[src/hw/fft_settings.svh]
`ifndef FFT_SETTINGS_SVH
`define FFT_SETTINGS_SVH

// transform size
`define FFT_N 8

// Q8.8 sample format
`define FFT_INT_BITS 8
`define FFT_FRAC_BITS 8

// one butterfly pair per slot
`define FFT_PAIR_CYCLES 8

// log2 of FFT_N
`define FFT_STAGES 3

// start sampled to done high, stages * pairs * slot
`define FFT_RUN_CYCLES 96

// operands in to results out
`define FFT_BFLY_LATENCY 6

`endif
[src/hw/fft_ctrl_pkg.sv]
`include "fft_settings.svh"

package fft_ctrl_pkg;

  typedef logic [$clog2(`FFT_N)-1:0] bin_addr_t;

  typedef struct packed {
    bin_addr_t upper;
    bin_addr_t lower;
  } addr_pair_t;

  typedef logic [$clog2(`FFT_STAGES)-1:0] stage_t;

  // w8^0 .. w8^3
  typedef logic [$clog2(`FFT_N/2)-1:0] twiddle_idx_t;

  typedef struct packed {
    logic       valid;
    addr_pair_t addr;
  } wr_cmd_t;

endpackage

[src/hw/fft_data_pkg.sv]
`include "fft_settings.svh"

package fft_data_pkg;

  // one Q8.8 word
  typedef logic signed [`FFT_INT_BITS+`FFT_FRAC_BITS-1:0] sample_t;

  typedef struct packed {
    sample_t re;
    sample_t im;
  } cplx_t;

  // butterfly operands or results
  typedef struct packed {
    cplx_t upper; // even input, sum output
    cplx_t lower; // odd input, difference output
  } cplx_pair_t;

endpackage

[src/hw/fft_top.sv]
`timescale 1ns/1ps

module fft_top (
  input  logic                     clk,
  input  logic                     reset,
  input  logic                     load,
  input  fft_data_pkg::cplx_pair_t load_data,
  input  logic                     start,
  output logic                     done,
  input  fft_ctrl_pkg::bin_addr_t  rd_addr,
  output fft_data_pkg::cplx_t      rd_data
);

  logic                       load_active;
  logic                       bank_sel;
  fft_ctrl_pkg::wr_cmd_t      load_wr;
  fft_ctrl_pkg::wr_cmd_t      bfly_wr;
  fft_ctrl_pkg::wr_cmd_t      res_wr;
  fft_ctrl_pkg::addr_pair_t   rd_pair;
  fft_ctrl_pkg::twiddle_idx_t twiddle_idx;
  fft_data_pkg::cplx_pair_t   operands;
  fft_data_pkg::cplx_pair_t   results;

  fft_sequencer u_sequencer (
    .clk(clk),
    .reset(reset),
    .load(load),
    .start(start),
    .done(done),
    .load_active(load_active),
    .load_wr(load_wr),
    .rd_pair(rd_pair),
    .bank_sel(bank_sel),
    .twiddle_idx(twiddle_idx),
    .bfly_wr(bfly_wr)
  );

  fft_pingpong_mem u_mem (
    .clk(clk),
    .reset(reset),
    .load_active(load_active),
    .load_wr(load_wr),
    .load_data(load_data),
    .rd_pair(rd_pair),
    .bank_sel(bank_sel),
    .res_wr(res_wr),
    .results(results),
    .operands(operands),
    .rd_addr(rd_addr),
    .rd_data(rd_data)
  );

  fft_butterfly u_butterfly (
    .clk(clk),
    .reset(reset),
    .operands(operands),
    .twiddle_idx(twiddle_idx),
    .bfly_wr(bfly_wr),
    .results(results),
    .res_wr(res_wr)
  );

endmodule

[src/hw/fft_pingpong_mem.sv]
`timescale 1ns/1ps
`include "fft_settings.svh"

module fft_pingpong_mem (
  input  logic                     clk,
  input  logic                     reset,
  input  logic                     load_active,
  input  fft_ctrl_pkg::wr_cmd_t    load_wr,
  input  fft_data_pkg::cplx_pair_t load_data,
  input  fft_ctrl_pkg::addr_pair_t rd_pair,
  input  logic                     bank_sel,
  input  fft_ctrl_pkg::wr_cmd_t    res_wr,
  input  fft_data_pkg::cplx_pair_t results,
  output fft_data_pkg::cplx_pair_t operands,
  input  fft_ctrl_pkg::bin_addr_t  rd_addr,
  output fft_data_pkg::cplx_t      rd_data
);

  localparam int banks = 2;

  fft_data_pkg::cplx_t      bank [banks][`FFT_N];
  logic [banks-1:0]         wr_en;
  fft_ctrl_pkg::addr_pair_t wr_addr [banks];
  fft_data_pkg::cplx_pair_t wr_data [banks];

  // write side of each bank
  always_comb begin
    for (int b = 0; b < banks; b++) begin
      wr_en[b]   = res_wr.valid && !load_active && (bank_sel != 1'(b));
      wr_addr[b] = res_wr.addr;
      wr_data[b] = results;
    end
    if (load_active) begin
      wr_en[0]   = load_wr.valid; // external samples go to bank 0 only
      wr_addr[0] = load_wr.addr;
      wr_data[0] = load_data;
    end
  end

  always_ff @(posedge clk) begin
    for (int b = 0; b < banks; b++) begin
      if (wr_en[b]) begin
        bank[b][wr_addr[b].upper] <= wr_data[b].upper;
        bank[b][wr_addr[b].lower] <= wr_data[b].lower;
      end
    end
  end

  // operand reads from the selected bank, result port on bank 1
  always_ff @(posedge clk) begin
    if (reset) begin
      operands <= '0;
      rd_data  <= '0;
    end else begin
      operands.upper <= bank[bank_sel][rd_pair.upper];
      operands.lower <= bank[bank_sel][rd_pair.lower];
      rd_data        <= bank[1][rd_addr]; // final stage lands in bank 1
    end
  end

endmodule

[src/hw/fft_butterfly.sv]
`timescale 1ns/1ps
`include "fft_settings.svh"

module fft_butterfly (
  input  logic                       clk,
  input  logic                       reset,
  input  fft_data_pkg::cplx_pair_t   operands,
  input  fft_ctrl_pkg::twiddle_idx_t twiddle_idx,
  input  fft_ctrl_pkg::wr_cmd_t      bfly_wr,
  output fft_data_pkg::cplx_pair_t   results,
  output fft_ctrl_pkg::wr_cmd_t      res_wr
);

  localparam int w = `FFT_INT_BITS + `FFT_FRAC_BITS;
  localparam int f = `FFT_FRAC_BITS;

  typedef logic signed [2*w-1:0] prod_t;

  fft_ctrl_pkg::twiddle_idx_t idx_q;
  fft_data_pkg::cplx_t        odd_q;
  fft_data_pkg::cplx_t        odd_qq;
  fft_data_pkg::cplx_t        tw_q;
  prod_t                      p_rr, p_ii, p_ri, p_ir;
  fft_data_pkg::sample_t      t_rr, t_ii, t_ri, t_ir;
  fft_data_pkg::cplx_t        prod_q;
  fft_data_pkg::cplx_t        even_d;

  function automatic fft_data_pkg::cplx_t twiddle_rom(fft_ctrl_pkg::twiddle_idx_t idx);
    fft_data_pkg::cplx_t tw;
    case (idx)
      2'd0:    tw = '{re: 16'sh0100, im: 16'sh0000}; // 1
      2'd1:    tw = '{re: 16'sh00b5, im: 16'shff4b}; // (1 - j) / sqrt 2
      2'd2:    tw = '{re: 16'sh0000, im: 16'shff00}; // -j
      default: tw = '{re: 16'shff4b, im: 16'shff4b};
    endcase
    return tw;
  endfunction

  // add half an lsb, then cut back to Q8.8
  function automatic fft_data_pkg::sample_t round_q(prod_t p);
    prod_t r;
    r = p + (prod_t'(1) <<< (f - 1));
    return r[w+f-1:f];
  endfunction

  always_ff @(posedge clk) begin
    idx_q  <= twiddle_idx;
    odd_q  <= operands.lower;
    tw_q   <= twiddle_rom(idx_q); // registered table read
    odd_qq <= odd_q;
    p_rr   <= odd_qq.re * tw_q.re;
    p_ii   <= odd_qq.im * tw_q.im;
    p_ri   <= odd_qq.re * tw_q.im;
    p_ir   <= odd_qq.im * tw_q.re;
    t_rr   <= round_q(p_rr);
    t_ii   <= round_q(p_ii);
    t_ri   <= round_q(p_ri);
    t_ir   <= round_q(p_ir);
    prod_q.re <= t_rr - t_ii;
    prod_q.im <= t_ri + t_ir;
    results.upper.re <= even_d.re + prod_q.re; // wraps on overflow
    results.upper.im <= even_d.im + prod_q.im;
    results.lower.re <= even_d.re - prod_q.re;
    results.lower.im <= even_d.im - prod_q.im;
  end

  // even operand meets the product one cycle before the result
  fft_delay_line #(
    .payload_t(fft_data_pkg::cplx_t),
    .depth(`FFT_BFLY_LATENCY - 1)
  ) u_even_delay (
    .clk(clk),
    .reset(reset),
    .in(operands.upper),
    .out(even_d)
  );

  fft_delay_line #(
    .payload_t(fft_ctrl_pkg::wr_cmd_t),
    .depth(`FFT_BFLY_LATENCY)
  ) u_wr_delay (
    .clk(clk),
    .reset(reset),
    .in(bfly_wr),
    .out(res_wr)
  );

endmodule

[src/hw/fft_sequencer.sv]
`timescale 1ns/1ps
`include "fft_settings.svh"

module fft_sequencer (
  input  logic                       clk,
  input  logic                       reset,
  input  logic                       load,
  input  logic                       start,
  output logic                       done,
  output logic                       load_active,
  output fft_ctrl_pkg::wr_cmd_t      load_wr,
  output fft_ctrl_pkg::addr_pair_t   rd_pair,
  output logic                       bank_sel,
  output fft_ctrl_pkg::twiddle_idx_t twiddle_idx,
  output fft_ctrl_pkg::wr_cmd_t      bfly_wr
);

  localparam int cyc_w = $clog2(`FFT_PAIR_CYCLES);
  localparam int pairs = `FFT_N / 2;
  localparam int pair_w = $clog2(pairs);
  localparam int last_stage = `FFT_STAGES - 1;

  logic                     running;
  logic [cyc_w-1:0]         cyc;
  logic [pair_w-1:0]        pair;
  logic [pair_w-1:0]        load_cnt;
  fft_ctrl_pkg::stage_t     stage;
  fft_ctrl_pkg::bin_addr_t  nat_upper;
  fft_ctrl_pkg::bin_addr_t  nat_lower;
  fft_ctrl_pkg::addr_pair_t wr_pair;
  logic                     slot_end;
  logic                     pair_last;
  logic                     stage_last;

  function automatic fft_ctrl_pkg::bin_addr_t bit_rev(fft_ctrl_pkg::bin_addr_t a);
    fft_ctrl_pkg::bin_addr_t r;
    for (int i = 0; i < $bits(a); i++) begin
      r[i] = a[$bits(a)-1-i];
    end
    return r;
  endfunction

  function automatic fft_ctrl_pkg::bin_addr_t rot_left(fft_ctrl_pkg::bin_addr_t a,
                                                       fft_ctrl_pkg::stage_t s);
    logic [2*$bits(a)-1:0] d;
    d = {a, a} << s;
    return d[2*$bits(a)-1 -: $bits(a)];
  endfunction

  assign slot_end   = (cyc == cyc_w'(`FFT_PAIR_CYCLES - 1));
  assign pair_last  = (pair == pair_w'(pairs - 1));
  assign stage_last = (stage == fft_ctrl_pkg::stage_t'(last_stage));

  assign nat_upper = {pair, 1'b0};
  assign nat_lower = {pair, 1'b1};

  // stage 0 reads bit-reversed, later stages rotate with the stage
  assign rd_pair.upper = (stage == '0) ? bit_rev(nat_upper) : rot_left(nat_upper, stage);
  assign rd_pair.lower = (stage == '0) ? bit_rev(nat_lower) : rot_left(nat_lower, stage);
  assign wr_pair.upper = rot_left(nat_upper, stage); // natural order in stage 0
  assign wr_pair.lower = rot_left(nat_lower, stage);

  // keep only the pair bits that grow with the stage
  assign twiddle_idx = pair &
      ~fft_ctrl_pkg::twiddle_idx_t'((1 << (last_stage - int'(stage))) - 1);

  assign load_active   = ~running;
  assign load_wr.valid = load & ~running;
  assign load_wr.addr  = '{upper: {load_cnt, 1'b0}, lower: {load_cnt, 1'b1}};

  always_ff @(posedge clk) begin
    if (reset) begin
      running  <= 1'b0;
      cyc      <= '0;
      pair     <= '0;
      stage    <= '0;
      load_cnt <= '0;
      bank_sel <= 1'b0;
      done     <= 1'b0;
      bfly_wr  <= '0;
    end else begin
      bfly_wr <= '0;
      if (load && !running) begin
        load_cnt <= load_cnt + 1'b1;
        done     <= 1'b0;
      end
      if (start && !running) begin
        running  <= 1'b1;
        cyc      <= '0;
        pair     <= '0;
        stage    <= '0;
        load_cnt <= '0;
        bank_sel <= 1'b0; // bank 0 holds the loaded samples
      end else if (running) begin
        if (cyc == '0) begin
          bfly_wr.valid <= 1'b1; // lines up with operands
          bfly_wr.addr  <= wr_pair;
        end
        cyc <= slot_end ? '0 : cyc + 1'b1;
        if (slot_end) begin
          pair <= pair + 1'b1;
          if (pair_last) begin
            stage    <= stage + 1'b1;
            bank_sel <= ~bank_sel;
            if (stage_last) begin
              stage   <= '0;
              running <= 1'b0;
              done    <= 1'b1;
            end
          end
        end
      end
    end
  end

endmodule

[src/hw/fft_delay_line.sv]
`timescale 1ns/1ps

module fft_delay_line #(
  parameter type payload_t = logic,
  parameter int depth = 1
) (
  input  logic     clk,
  input  logic     reset,
  input  payload_t in,
  output payload_t out
);

  payload_t chain [depth];

  always_ff @(posedge clk) begin
    if (reset) begin
      for (int i = 0; i < depth; i++) begin
        chain[i] <= '0;
      end
    end else begin
      chain[0] <= in;
      for (int i = 1; i < depth; i++) begin
        chain[i] <= chain[i-1];
      end
    end
  end

  assign out = chain[depth-1];

endmodule

[config.mk]
export PLATFORM = sky130hd
export DESIGN_NAME = fft_top
export DESIGN_NICKNAME = d
export VERILOG_FILES = /design/src/hw/fft_ctrl_pkg.sv /design/src/hw/fft_data_pkg.sv /design/src/hw/fft_top.sv /design/src/hw/fft_pingpong_mem.sv /design/src/hw/fft_butterfly.sv /design/src/hw/fft_sequencer.sv /design/src/hw/fft_delay_line.sv
export VERILOG_INCLUDE_DIRS = /design/src /design/src/hw
export SDC_FILE = /design/constraint.sdc
export NUM_CORES = 2
export LEC_CHECK = 0
export BUFFER_PORTS_ARGS = -buffer_cell sky130_fd_sc_hd__buf_2
export CAP_MARGIN = 0
export CORE_MARGIN = 1.5
export CORE_UTILIZATION = 58
export DETAILED_ROUTE_END_ITERATION = 8
export HOLD_SLACK_MARGIN = 0.06
export PLACE_DENSITY = 0.77
export SYNTH_ARGS = -nofsm -noshare
export SYNTH_HDL_FRONTEND = slang
export SYNTH_SLANG_ARGS = --single-unit
[constraint.sdc]
create_clock -name clk -period 6.5 [get_ports clk]
set_clock_uncertainty 0.1 [all_clocks]
set_input_delay 0.325 -clock clk [delete_from_list [all_inputs] [get_ports clk]]
set_output_delay 0.325 -clock clk [all_outputs]
set_load 0.03 [all_outputs]
==> flow_summary.yaml <==
pwr:
  p_total_mw: 15.7
  p_per_area_mw_per_mm2: 192
  p_leak_nw: 34.6
  peakVddDrop_uv: 257
synth:
  synth_cell_types: 75
  synth-seq-area-share: 0.371
  synthArstFlopShare: 0
  syn-cell-area_mm2: 0.0747
  synth_top_flop_cell: "dfxtp_1"
  synth_xor_area_frac: 0.0339
  muxShareOfSynthArea: 0.161
  yosysWarningCount: 0
  syn_area_per_cell_um2: 11.7
  synth_fa_ha_area_frac: 0.228
  postSynthCellCount: 6403
  ys_seq_elements: 1127
  synth_edf_count: 512
  synth_compound_area_frac: 0.0586
  syn-num-nets: 7512
  synthSimpleGateAreaFrac: 0.0825
  synth_top_family_by_area: "adder cells"
timing:
  final-setup-viol-count: 0
  tns_ps: 0
  min_period_ps: 6230
  whs_ps: 107
  drv_slew: 0
  finalCritPeriodShare: 0.959
  tightest_slew_ps: 1330
  rsz0062_at_grt: "false"
  hold_viol_final: 0
  slew_headroom: 0.116
  fmax_mhz: 160
place:
  io_buffers: 103
  gp_congestion: 0.950
  post-dp-hpwl_um: 135000
clocking:
  path_clk_slew_ps: 60
  clk_root_buffer_cell: "clkbuf_16"
  clockBufferDepth: 3
  clock_sinks: 1127
  htree_levels: 3
  numCtsBuffers: 117
  cts_tree: "done"
  clk_latency_ps: 750
  post_cts_buffers: 0
worst_setup_path:
  critPathMaxFanout: 25
  cp_data_required_time_ps: 7010
  endpoint_kind: "flop"
  timing.rr.end: "u_butterfly.p_ir[23]"
  start_kind: "flop"
  r2r_cells: 21
  path_class: "reg2reg"
  reg2reg_slack_ps: 270
  rr_startpoint: "u_butterfly.tw_q[30]"
  crit_arrival_ps: 6740
detailed_routing:
  drc: 0
  vias: 50513
  first_iter_violations: 5329
  wl_um: 200000
  avgViaCountPerCell: 6.13
  antenna_left: 0
  firstDrtPassIters: 6
  wl_per_cell_um: 24.3
worst_hold_path:
  hold_path.class: "in2reg"
  worstHoldEndpoint: "u_mem.bank[0][202]"
  holdPathStages: 3
  hp-start: "load_data[10]"
global_routing:
  grt_antenna_before_repair: 10
  grt.overflow.total: 0
  grt_max_degree: 163
  grt_pass1_wl_um: 308000
  grt_pass1_vias: 52425
  globalRouteTotalUtil: 0.310
floorplan:
  num_rows: 131
  die_y_um: 362
  start_util: 0.585
  die_width_um: 362
  die-area_mm2: 0.131
  io_pins: 104
  core_area_mm2: 0.128
flow_run:
  maxCapViolations: 0
status:
  outcome: "finished, final reports clean"
finish:
  layout-drive-gt1-share: 0.163
  fin_nets: 7589
  area_delta_synth_final_pct: 9.29
==> cells in the mapped netlist (all sizes together) (3+ instances only) <==
master	instances	area, um^2
xnor2	221	1940
dfxtp	615	12300
o31ai	10	85.1
o21ai	50	258
ha	503	6290
edfxtp	512	15400
or2	5	31.3
a21o	34	255
nor2b	295	1850
o22ai	9	56.3
a211o	4	35.0
o41ai	6	86.3
and3	45	282
buf	99	593
nor3	48	240
a211oi	145	1100
and2	105	657
o21a	22	165
a31oi	18	119
a21oi	315	1590
mux4	320	7260
a31o	3	26.3
o2111ai	5	43.8
nand3	63	315
mux2	279	3140
or3	14	87.6
nand3b	3	22.5
nand2b	23	144
nor2	434	1630
mux2i	161	1610
o21bai	27	203
a2111o	5	56.3
nand4	16	100
nand2	182	686
a21boi	7	52.6
a2111oi	6	65.1
inv	962	3610
clkbuf	193	724
o211ai	10	75.1
nor3b	9	67.6
xor2	68	596
fa	535	10700
==> flip-flops by register name (all words and copies together), names as in the netlist, 2 cells and up, named ones only <==
register	cells
u_butterfly.prod_q	32
u_butterfly.p_ii	17
u_butterfly.results	62
u_sequencer.pair	2
u_sequencer.cyc	3
u_butterfly.p_ri	17
u_butterfly.odd_q	32
u_butterfly.t_ir	16
u_butterfly.t_ii	16
u_butterfly.p_ir	17
u_butterfly.odd_qq	32
u_butterfly.u_even_delay.chain	160
u_sequencer.stage	2
u_sequencer.load_cnt	2
u_butterfly.u_wr_delay.chain	42
u_butterfly.tw_q	5
u_butterfly.t_rr	16
u_mem.rd_data	32
u_butterfly.p_rr	17
u_butterfly.t_ri	16
u_mem.operands	64
u_butterfly.idx_q	2
u_mem.bank	512
u_sequencer.bfly_wr	7
==> how the worst max path moves through the flow <==
stage,start,endpoint,slack [ps]
floorplan,u_butterfly.tw_q[23],u_butterfly.p_ir[23],190
global placement,u_butterfly.tw_q[23],u_butterfly.p_ir[23],200
detailed placement,u_butterfly.tw_q[23],u_butterfly.p_rr[23],210
CTS,u_butterfly.tw_q[23],u_butterfly.p_rr[23],210
global route,u_butterfly.tw_q[30],u_butterfly.p_rr[23],2
finish,u_butterfly.tw_q[30],u_butterfly.p_ir[23],270
==> worst max-delay path, cell delays in order (launching register included) <==
cell and delay, ps:
dfxtp_1 370, buf_12 180, and2_1 370, inv_1 220, fa_1 530, inv_1 60
fa_1 490, fa_1 560, fa_1 430, fa_1 490, inv_1 50, fa_1 470
inv_1 40, ha_1 330, a21oi_1 110, and2_1 150, a31oi_1 170, o211ai_1 190
o211ai_1 360, a31oi_2 160, o21bai_1 180, xnor2_1 80
==> power breakdown <==
part / internal (mW) / switching, mW / total (mW)
Combinational: 0.448 / 0.611 / 1.06
Sequential: 7.60 / 0.178 / 7.78
Clock: 3.87 / 2.98 / 6.85
Total: 11.9 / 3.77 / 15.7
==> cell usage in the layout, fill, tap and decap left out, types with 22 or more instances in the layout <==
cell type / synthesis / routed
inv_1: 958 / 958
dfxtp_1: 615 / 609
fa_1: 535 / 535
edfxtp_1: 512 / 512
ha_1: 503 / 503
nor2_1: 432 / 424
a21oi_1: 312 / 310
mux4_2: 306 / 306
nor2b_1: 295 / 294
mux2_2: 279 / 279
xnor2_1: 221 / 221
nand2_1: 181 / 177
mux2i_1: 161 / 161
a211oi_1: 143 / 143
clkbuf_16: 0 / 123
and2_1: 104 / 101
buf_2: 33 / 100
buf_4: 13 / 99
xor2_1: 68 / 68
nand3_1: 63 / 63
nor3_1: 48 / 48
o21ai_0: 46 / 42
and3_1: 45 / 41
dlygate4sd3_1: 0 / 41
a21o_1: 34 / 34
clkinv_2: 0 / 26
nand2b_1: 23 / 23
o21bai_1: 27 / 23
o21a_1: 22 / 22
==> through the flow <==
stage	cell area (um^2)	std cells	util	worst slack (ps)
after global placement	77300	7982	0.605	196
after detailed placement	77300	7982	0.605	215
after floorplan	74700	6403	-	195
after global routing	81600	8244	0.639	2.09
final	81600	8245	0.639	268
after CTS	81600	8244	0.639	212
==> repair_timing <==
| item | 4_1_cts | 5_1_grt |
|---|---|---|
| hold buffers | 41 | 0 |
| endpoints found under the hold margin | 162 | 0 |
| setup endpoints to repair | 0 | 6 |
| resized for setup | 0 | 8 |
==> layer usage <==
metal  up-vias  GRT usage  part of all wire
li1      21942          -                 -
met1     24877      0.398              0.37
met2      2994      0.492              0.46
met3       690     0.0662              0.11
met4        10      0.170             0.060
met5         -          0           0.00032
==> layout make-up <==
| cell class | instances | area, um^2 |
|---|---|---|
| clock inverters | 58 | 526 |
| fillers | 9377 | 46000 |
| clock buffers | 163 | 3430 |
| diodes | 1 | 2.50 |
| inverters | 962 | 3610 |
| multi-input cells | 4022 | 42400 |
| well taps | 1662 | 2080 |
| repair buffers | 250 | 1850 |
| flip-flops and latches | 1127 | 27700 |
==> logic make-up after synthesis <==
| kind of cell | after synthesis |
|---|---|
| and+or+nand+nor | 1249 |
| buffers and inverters | 1254 |
| xor gates and xnor gates | 289 |
| AOI/OAI and AO/OA | 686 |
| adders and majority gates | 1038 |
| DFF | 1127 |
| muxes | 760 |
(Power assumes the default switching activity.)
